$ cat config.mk
export PLATFORM = sky130hd
export DESIGN_NAME = gpioTop
export DESIGN_NICKNAME = d
export VERILOG_FILES = /design/src/common/gpioPkg.sv /design/src/hdl/gpioTop.sv /design/src/hdl/gpioLedDriver.sv /design/src/hdl/gpioTimeBase.sv /design/src/csr/gpioCsr.sv
export SDC_FILE = /design/constraint.sdc
export NUM_CORES = 1
export LEC_CHECK = 0
export ABC_CLOCK_PERIOD_IN_PS = 2100
export BUFFER_PORTS_ARGS = -buffer_cell sky130_fd_sc_hd__buf_2
export CAP_MARGIN = 20
export CELL_PAD_IN_SITES_DETAIL_PLACEMENT = 1
export CELL_PAD_IN_SITES_GLOBAL_PLACEMENT = 1
export CORE_ASPECT_RATIO = 2
export CORE_MARGIN = 2
export CORE_UTILIZATION = 36
export CTS_CLUSTER_SIZE = 12
export DETAILED_ROUTE_END_ITERATION = 8
export GPL_TIMING_DRIVEN = 0
export PLACE_DENSITY = 0.75
export SLEW_MARGIN = 10
export SYNTH_ARGS = -nofsm -noshare
export SYNTH_HDL_FRONTEND = slang
export SYNTH_SLANG_ARGS = --single-unit
$ cat constraint.sdc
create_clock -name iSysClk -period 2.1 [get_ports iSysClk]
set_input_delay 0.105 -clock iSysClk [delete_from_list [all_inputs] [get_ports iSysClk]]
set_output_delay 0.105 -clock iSysClk [all_outputs]
set_load 0.05 [all_outputs]
$ cat src/common/gpioPkg.sv
//----------------------------------------
// GPIO peripheral shared definitions
// Bus widths, register map, mode codes and reset values
//----------------------------------------
package gpioPkg;

	//----------------------------------------
	// Register bus
	//----------------------------------------
	localparam int busAdrsBit = 32;	// Address width
	localparam int busDataBit = 32;	// Data width

	// Block select in address bits 15:8
	localparam logic [7:0] blockAdrsMap = 8'h01;

	// Register offsets in address bits 7:0
	localparam logic [7:0] adrsGpioEn    = 8'h00;	// Output enable mask
	localparam logic [7:0] adrsFlashMode = 8'h04;	// Lighting mode
	localparam logic [7:0] adrsDuty      = 8'h08;	// PWM duty
	localparam logic [7:0] adrsInterval  = 8'h0C;	// Blink interval

	//----------------------------------------
	// GPIO settings
	//----------------------------------------
	localparam int gpioWidth    = 8;	// Number of output pins
	localparam int flashModeBit = 4;
	localparam int pwmDutyBit   = 8;	// 256 cycle PWM period
	localparam int intervalBit  = 16;	// Prescaler width

	// Lighting modes, other codes force all pins low
	localparam logic [flashModeBit-1:0] modeStatic = 4'd0;
	localparam logic [flashModeBit-1:0] modeBlink  = 4'd1;
	localparam logic [flashModeBit-1:0] modePwm    = 4'd2;

	// Register reset values
	localparam logic [gpioWidth-1:0]    enResetVal       = 8'hFF;	// All pins enabled
	localparam logic [flashModeBit-1:0] modeResetVal     = 4'd0;
	localparam logic [pwmDutyBit-1:0]   dutyResetVal     = 8'd0;
	localparam logic [intervalBit-1:0]  intervalResetVal = 16'd0;

endpackage
$ cat src/hdl/gpioTop.sv
//----------------------------------------
// GPIO subsystem top
// Connects CSR, time base and driver to bus and pins
//----------------------------------------
`timescale 1ns/1ps

module gpioTop
	import gpioPkg::*;
(
	// Clock and reset
	input  logic                  iSysClk,
	input  logic                  arstN,
	// Register bus
	input  logic [busDataBit-1:0] usiWd,
	input  logic [busAdrsBit-1:0] usiAdrs,
	input  logic                  usiWCke,
	output logic [busDataBit-1:0] usiRd,
	output logic                  usiREd,
	// Pins
	output logic [gpioWidth-1:0]  gpio
);

	// CSR settings
	logic [gpioWidth-1:0]    gpioEn;
	logic [flashModeBit-1:0] flashMode;
	logic [pwmDutyBit-1:0]   duty;
	logic [intervalBit-1:0]  interval;
	// Time base to driver
	logic                    intervalTick;
	logic                    pwmLevel;

	gpioCsr gpioCsr_inst (
		.iSysClk   (iSysClk),
		.arstN     (arstN),
		.usiWd     (usiWd),
		.usiAdrs   (usiAdrs),
		.usiWCke   (usiWCke),
		.usiRd     (usiRd),
		.usiREd    (usiREd),
		.gpioEn    (gpioEn),
		.flashMode (flashMode),
		.duty      (duty),
		.interval  (interval)
	);

	gpioTimeBase gpioTimeBase_inst (
		.iSysClk      (iSysClk),
		.arstN        (arstN),
		.interval     (interval),
		.duty         (duty),
		.intervalTick (intervalTick),
		.pwmLevel     (pwmLevel)
	);

	gpioLedDriver gpioLedDriver_inst (
		.iSysClk      (iSysClk),
		.arstN        (arstN),
		.gpioEn       (gpioEn),
		.flashMode    (flashMode),
		.intervalTick (intervalTick),
		.pwmLevel     (pwmLevel),
		.gpio         (gpio)
	);

endmodule

$ cat src/hdl/gpioLedDriver.sv
//----------------------------------------
// GPIO output driver
// Blink phase and per-mode gating of the enable mask
//----------------------------------------
`timescale 1ns/1ps

module gpioLedDriver
	import gpioPkg::*;
(
	input  logic                    iSysClk,
	input  logic                    arstN,
	input  logic [gpioWidth-1:0]    gpioEn,			// Enable mask from CSR
	input  logic [flashModeBit-1:0] flashMode,		// Lighting mode from CSR
	input  logic                    intervalTick,	// Blink toggle pulse
	input  logic                    pwmLevel,		// PWM gate
	output logic [gpioWidth-1:0]    gpio
);

	//----------------------------------------
	// Blink phase
	//----------------------------------------
	logic blinkPhase;

	always_ff @(posedge iSysClk or negedge arstN)
	begin
		if (!arstN)
			blinkPhase <= 1'b0;
		else if (intervalTick)
			blinkPhase <= ~blinkPhase;	// Toggle each interval
	end

	//----------------------------------------
	// Mode select
	//----------------------------------------
	logic [gpioWidth-1:0] gpioNext;

	always_comb
	begin
		case (flashMode)
			modeStatic:
			begin
				gpioNext = gpioEn;	// Follow the mask
			end
			modeBlink:
			begin
				// Enabled pins lit in phase 1 only
				gpioNext = blinkPhase ? gpioEn : '0;
			end
			modePwm:
			begin
				gpioNext = pwmLevel ? gpioEn : '0;	// Gated by duty
			end
			default:
			begin
				gpioNext = '0;	// Undefined mode, all off
			end
		endcase
	end

	//----------------------------------------
	// Output register
	//----------------------------------------
	// Pins low in reset
	always_ff @(posedge iSysClk or negedge arstN)
	begin
		if (!arstN)
			gpio <= '0;
		else
			gpio <= gpioNext;
	end

endmodule

$ cat src/hdl/gpioTimeBase.sv
//----------------------------------------
// GPIO time base
// Blink interval prescaler and PWM duty compare
//----------------------------------------
`timescale 1ns/1ps

module gpioTimeBase
	import gpioPkg::*;
(
	input  logic                   iSysClk,
	input  logic                   arstN,
	input  logic [intervalBit-1:0] interval,	// Wrap value, tick every interval+1
	input  logic [pwmDutyBit-1:0]  duty,		// High cycles per PWM period
	output logic                   intervalTick,
	output logic                   pwmLevel
);

	//----------------------------------------
	// Interval prescaler
	//----------------------------------------
	logic [intervalBit-1:0] preCnt;
	logic                   preWrap;

	// Greater-or-equal so a lowered interval wraps at once
	assign preWrap = (preCnt >= interval);

	always_ff @(posedge iSysClk or negedge arstN)
	begin
		if (!arstN)
		begin
			preCnt       <= '0;
			intervalTick <= 1'b0;
		end
		else
		begin
			preCnt       <= preWrap ? '0 : preCnt + 1'b1;
			intervalTick <= preWrap;	// One pulse per wrap
		end
	end

	//----------------------------------------
	// PWM counter
	//----------------------------------------
	logic [pwmDutyBit-1:0] pwmCnt;	// Free running, 256 cycle period

	always_ff @(posedge iSysClk or negedge arstN)
	begin
		if (!arstN)
		begin
			pwmCnt   <= '0;
			pwmLevel <= 1'b0;
		end
		else
		begin
			pwmCnt   <= pwmCnt + 1'b1;
			pwmLevel <= (pwmCnt < duty);	// Exactly duty high cycles
		end
	end

endmodule

$ cat src/csr/gpioCsr.sv
//----------------------------------------
// GPIO control and status registers
// Decodes bus writes and returns registered read data
//----------------------------------------
`timescale 1ns/1ps

module gpioCsr
	import gpioPkg::*;
(
	// Clock and reset
	input  logic                    iSysClk,
	input  logic                    arstN,
	// Bus slave
	input  logic [busDataBit-1:0]   usiWd,		// Write data
	input  logic [busAdrsBit-1:0]   usiAdrs,	// Read and write address
	input  logic                    usiWCke,	// Write strobe
	output logic [busDataBit-1:0]   usiRd,		// Read data
	output logic                    usiREd,		// Read valid pulse
	// Settings out
	output logic [gpioWidth-1:0]    gpioEn,
	output logic [flashModeBit-1:0] flashMode,
	output logic [pwmDutyBit-1:0]   duty,
	output logic [intervalBit-1:0]  interval
);

	//----------------------------------------
	// Address decode
	//----------------------------------------
	logic       blockHit;	// Address falls in this block
	logic       wrHit;		// Write to this block
	logic [7:0] regOfs;		// Register offset

	assign regOfs   = usiAdrs[7:0];
	assign blockHit = (usiAdrs[15:8] == blockAdrsMap);
	assign wrHit    = blockHit & usiWCke;

	//----------------------------------------
	// Register map
	//----------------------------------------
	logic [gpioWidth-1:0]    rGpioEn;		// Pin on/off mask
	logic [flashModeBit-1:0] rFlashMode;	// Lighting mode
	logic [pwmDutyBit-1:0]   rDuty;			// PWM high cycles per period
	logic [intervalBit-1:0]  rInterval;		// Blink prescaler wrap value

	always_ff @(posedge iSysClk or negedge arstN)
	begin
		if (!arstN)
		begin
			rGpioEn    <= enResetVal;
			rFlashMode <= modeResetVal;
			rDuty      <= dutyResetVal;
			rInterval  <= intervalResetVal;
		end
		else if (wrHit)
		begin
			case (regOfs)
				adrsGpioEn:    rGpioEn    <= usiWd[gpioWidth-1:0];
				adrsFlashMode: rFlashMode <= usiWd[flashModeBit-1:0];
				adrsDuty:      rDuty      <= usiWd[pwmDutyBit-1:0];
				adrsInterval:  rInterval  <= usiWd[intervalBit-1:0];
				default:       ;	// Unmapped offset, write dropped
			endcase
		end
	end

	// Settings go out straight from the registers
	assign gpioEn    = rGpioEn;
	assign flashMode = rFlashMode;
	assign duty      = rDuty;
	assign interval  = rInterval;

	//----------------------------------------
	// Read path
	//----------------------------------------
	logic [busDataBit-1:0] rdMux;	// Addressed register, zero extended
	logic [busDataBit-1:0] rRd;
	logic                  rREd;

	always_comb
	begin
		case (regOfs)
			adrsGpioEn:    rdMux = {{(busDataBit-gpioWidth){1'b0}}, rGpioEn};
			adrsFlashMode: rdMux = {{(busDataBit-flashModeBit){1'b0}}, rFlashMode};
			adrsDuty:      rdMux = {{(busDataBit-pwmDutyBit){1'b0}}, rDuty};
			adrsInterval:  rdMux = {{(busDataBit-intervalBit){1'b0}}, rInterval};
			default:       rdMux = '0;	// Unmapped reads as zero
		endcase
	end

	// Capture on every hit, strobe or not
	always_ff @(posedge iSysClk or negedge arstN)
	begin
		if (!arstN)
		begin
			rRd  <= '0;
			rREd <= 1'b0;
		end
		else
		begin
			rREd <= blockHit;	// Valid one cycle after the address
			if (blockHit)
				rRd <= rdMux;	// Value before any same-cycle write
		end
	end

	assign usiRd  = rRd;
	assign usiREd = rREd;

endmodule

==> out/metrics.cfg <==
[detailed_routing]
drt_iter0_drc=91
wl_per_cell_um=18.2
drc=0
vias=3046
drtAntennaViolNets=0
dr.pass1.iters=4
vias_per_cell=5.12
routed_wl_um=10800

[clock_tree]
cts_root_buf=clkbuf_16
cts_buffer_depth=2
clkTransAtPathRegs_ns=0.06
tritoncts=yes
cts_buffers=9
cts.sink_count=88
cts_htree_levels=3
clk_latency_ns=0.35

[worst_setup_path]
critPathLaunchType=register
crit_chain=ha_1 -> nand2b_1 -> a211oi_2 -> o21bai_2 -> a211o_4 -> buf_4 -> nor2_1
crit_path_max_fanout=10
rr_endpoint=gpioTimeBase_inst.preCnt[8]
ff2ff_setup_slack_ns=0.1
worstPathRequired_ns=2.37
critPathTopFamily=compound AO/OA/AOI/OAI gates
arrival_ns=2.28
slowest_stage=dfrtp_1
cp_num_buf_inv=1
rr_startpoint=gpioCsr_inst.interval[0]
cp_slowest_stage_delay_ns=0.40
crit_type=register to register
reg2reg_depth=7
end_kind=register

[power]
p_leak_nw=2.68
finalPower_mw=3.62
irDropWorstVdd_v=0.000514
p_per_area_nw_per_um2=680

[floorplanning]
pin_count=108
die-area_um2=13100
initial_core_util_pct=37.0
die_w_um=81.8
num_rows=56
core_region_area_um2=11800
die_h_um=160

[yosys]
synth_cells=355
synth_top_cell_by_area=dfrtp_1
synth_top_area_share_pct=45.9
synth_xor_area_share_pct=4.22
yosys.area_share.adder_pct=7.18
synth_edf_count=0
synth-seq-cells=88
synth_top_family_by_area=multiplexers
syn-cell-area_um2=4360
yosysWarnings=0
avgSynthCellArea_um2=12.3
synth.distinct_cells=43
async_flop_share_pct=100
synth_compound_area_share_pct=6.80
synth_area_leaders=dfrtp_1 46%, ha_1 7.2%, mux2_2 6.5%, dfstp_2 4.8%, mux2_4 3.8%
ys.flop_type=dfrtp_1
synthSimpleGateAreaFrac_pct=11.2
synthTopCellsByCount=80 x dfrtp_1, 29 x inv_1, 25 x ha_1, 25 x mux2_2, 22 x nor2_1
yosysSeqAreaShare_pct=50.8
yosysMostFrequentCell=dfrtp_1
synthMuxAreaShare_pct=13.2

[placement]
numPortBuffers=57
place_ws_ns=-0.292
globalplace.congestion=0.793
hpwl_um=8050

[grt]
grt_pass1_wl_um=17600
grt_usage_pct=18.1
grt-ovfl-total=0
grt_pass1_vias=3491
grt_max_degree=62
antenna_found_initial=0

[min_path]
holdPathStages=2
hold_end=gpioCsr_inst.interval[10]
holdCritPathClass=primary input to register
hp-start=usiWd[10]

[final_layout]
diodes=0
fillers=1303
nets=538
regArea_um2=2210
drive_above_1_share_pct=34.9
multi_input_area_um2=1940
areaGrowthSynthToFinish_pct=22.1
post-route-util_pct=45.2

[sta]
tightest_slew_ns=1.14
maxSlewViolCount=0
post-route-period-util_pct=95.5
relSlewSlack_pct=23.6
setup_ws_ns=0.0954
setup_viol=0
fin_skew_ns=0.0145
hold_viol_final=0
period_minus_slack_ns=2.00
fmax_mhz=499
grt_setup_unrepaired=no

[outcome]
outcome=finished, final reports clean

[run]
maxCapViolations=0

[worst register-to-register path: cells and delay by family, from the launching register on]
family                     cells  cell delay (ns)
AOI/OAI and AO/OA              3             0.79
DFF                            1             0.40
adders and majority gates      1             0.29
and+or+nand+nor                2             0.27
buffers and inverters          1             0.19
[metal layers]
metal | up-vias | global-route usage, % | wire length [µm]
met5 | - | 0 | 0
met4 | 0 | 9.02 | 470
met3 | 29 | 2.44 | 254
met2 | 58 | 34.6 | 6450
met1 | 1573 | 17.8 | 3670
li1 | 1386 | - | -
[power breakdown]
group / switching, mW / internal, mW / leakage [nW]
clock network: 0.669 / 1.04 / 0.149
registers: 0.00264 / 1.70 / 1.18
logic: 0.142 / 0.0688 / 1.35
[registers in the layout (all words and copies together), names as in the netlist]
name	flops
gpioTimeBase_inst.pwmCnt	8
gpioTimeBase_inst.intervalTick	1
gpioTimeBase_inst.preCnt	16
gpioLedDriver_inst.gpio	8
gpioCsr_inst.duty	8
gpioCsr_inst.interval	16
gpioCsr_inst.flashMode	4
gpioCsr_inst.gpioEn	8
gpioLedDriver_inst.blinkPhase	1
gpioCsr_inst.usiRd	16
gpioTimeBase_inst.pwmLevel	1
gpioCsr_inst.usiREd	1
[cell usage in the layout (no fill, tap or decap), types with 6 or more instances in the layout]
master         Yosys  routed
a21oi_1            9       9
a22o_1            17      17
and2_1             9       9
and3_1             6       6
buf_2              3      59
buf_4             16      20
clkbuf_16          0       9
conb_1             1      16
dfrtp_1           80      79
dfstp_2            8       8
dlygate4sd3_1      0       6
ha_1              25      25
inv_1             29      29
mux2_2            25      25
mux2_4            11      11
nand2_1            7       7
nand3_1           13      13
nand4_1            7       7
nor2_1            22      22
o21ai_0            8       8
xnor2_1            9       9
xor2_1            12      12
[what timing repair did]
| item | CTS | global route |
|---|---|---|
| hold buffers | 6 | 0 |
| endpoints found under the setup margin | 10 | 10 |
| setup buffers | 0 | 2 |
| gates cloned | 0 | 0 |
| hold endpoints to repair | 32 | 0 |
| pin swaps | 0 | 1 |
| gates resized for setup | 4 | 5 |
[through the flow]
| stage | TNS, ns | instances | hold WS [ns] | cell area, µm² |
|---|---|---|---|---|
| finish | 0 | 595 | 0.00233 | 5320 |
| global route | 0 | 595 | 0.00405 | 5320 |
| CTS | 0 | 593 | 0.00337 | 5280 |
| detailed placement | -3.08 | 573 | 0.0611 | 4910 |
| global placement | -1.74 | 572 | 0.340 | 4880 |
| floorplan | 0 | 370 | -0.191 | 4410 |
[cell families (layout without fill, tap and decap cells)]
group | after synthesis | count (layout)
AOI/OAI and AO/OA | 42 | 42
xor gates and xnor gates | 21 | 21
adders and majority gates | 25 | 25
buffers and inverters | 55 | 135
DFF | 88 | 88
muxes | 44 | 44
other | 1 | 16
and+or+nand+nor | 79 | 79
[worst max path at each step]
stage / start / endpoint / slack [ns] / depth (start not counted)
finish: gpioCsr_inst.interval[0] / gpioTimeBase_inst.preCnt[8] / 0.1 / 7
global route: gpioCsr_inst.interval[0] / gpioTimeBase_inst.preCnt[8] / 0.006 / 7
floorplan: gpioTimeBase_inst.preCnt[13] / gpioTimeBase_inst.preCnt[10] / 0.16 / 7
detailed placement: gpioTimeBase_inst.preCnt[13] / gpioTimeBase_inst.preCnt[12] / -0.29 / 7
CTS: gpioTimeBase_inst.preCnt[0] / gpioTimeBase_inst.preCnt[8] / 0.01 / 8
global placement: gpioTimeBase_inst.preCnt[13] / gpioTimeBase_inst.preCnt[14] / -0.19 / 7
[area by class of cell]
cell class              instances  area share (%)
plain buffers                  25            3.32
clock buffers                  10            4.30
clock inverters                 5            1.53
inverters                      29            2.05
multi-input cells             227            36.5
flip-flops and latches         88            41.6
well taps                     145            3.41
repair buffers                 66            7.34
(Power assumes the default switching activity.)
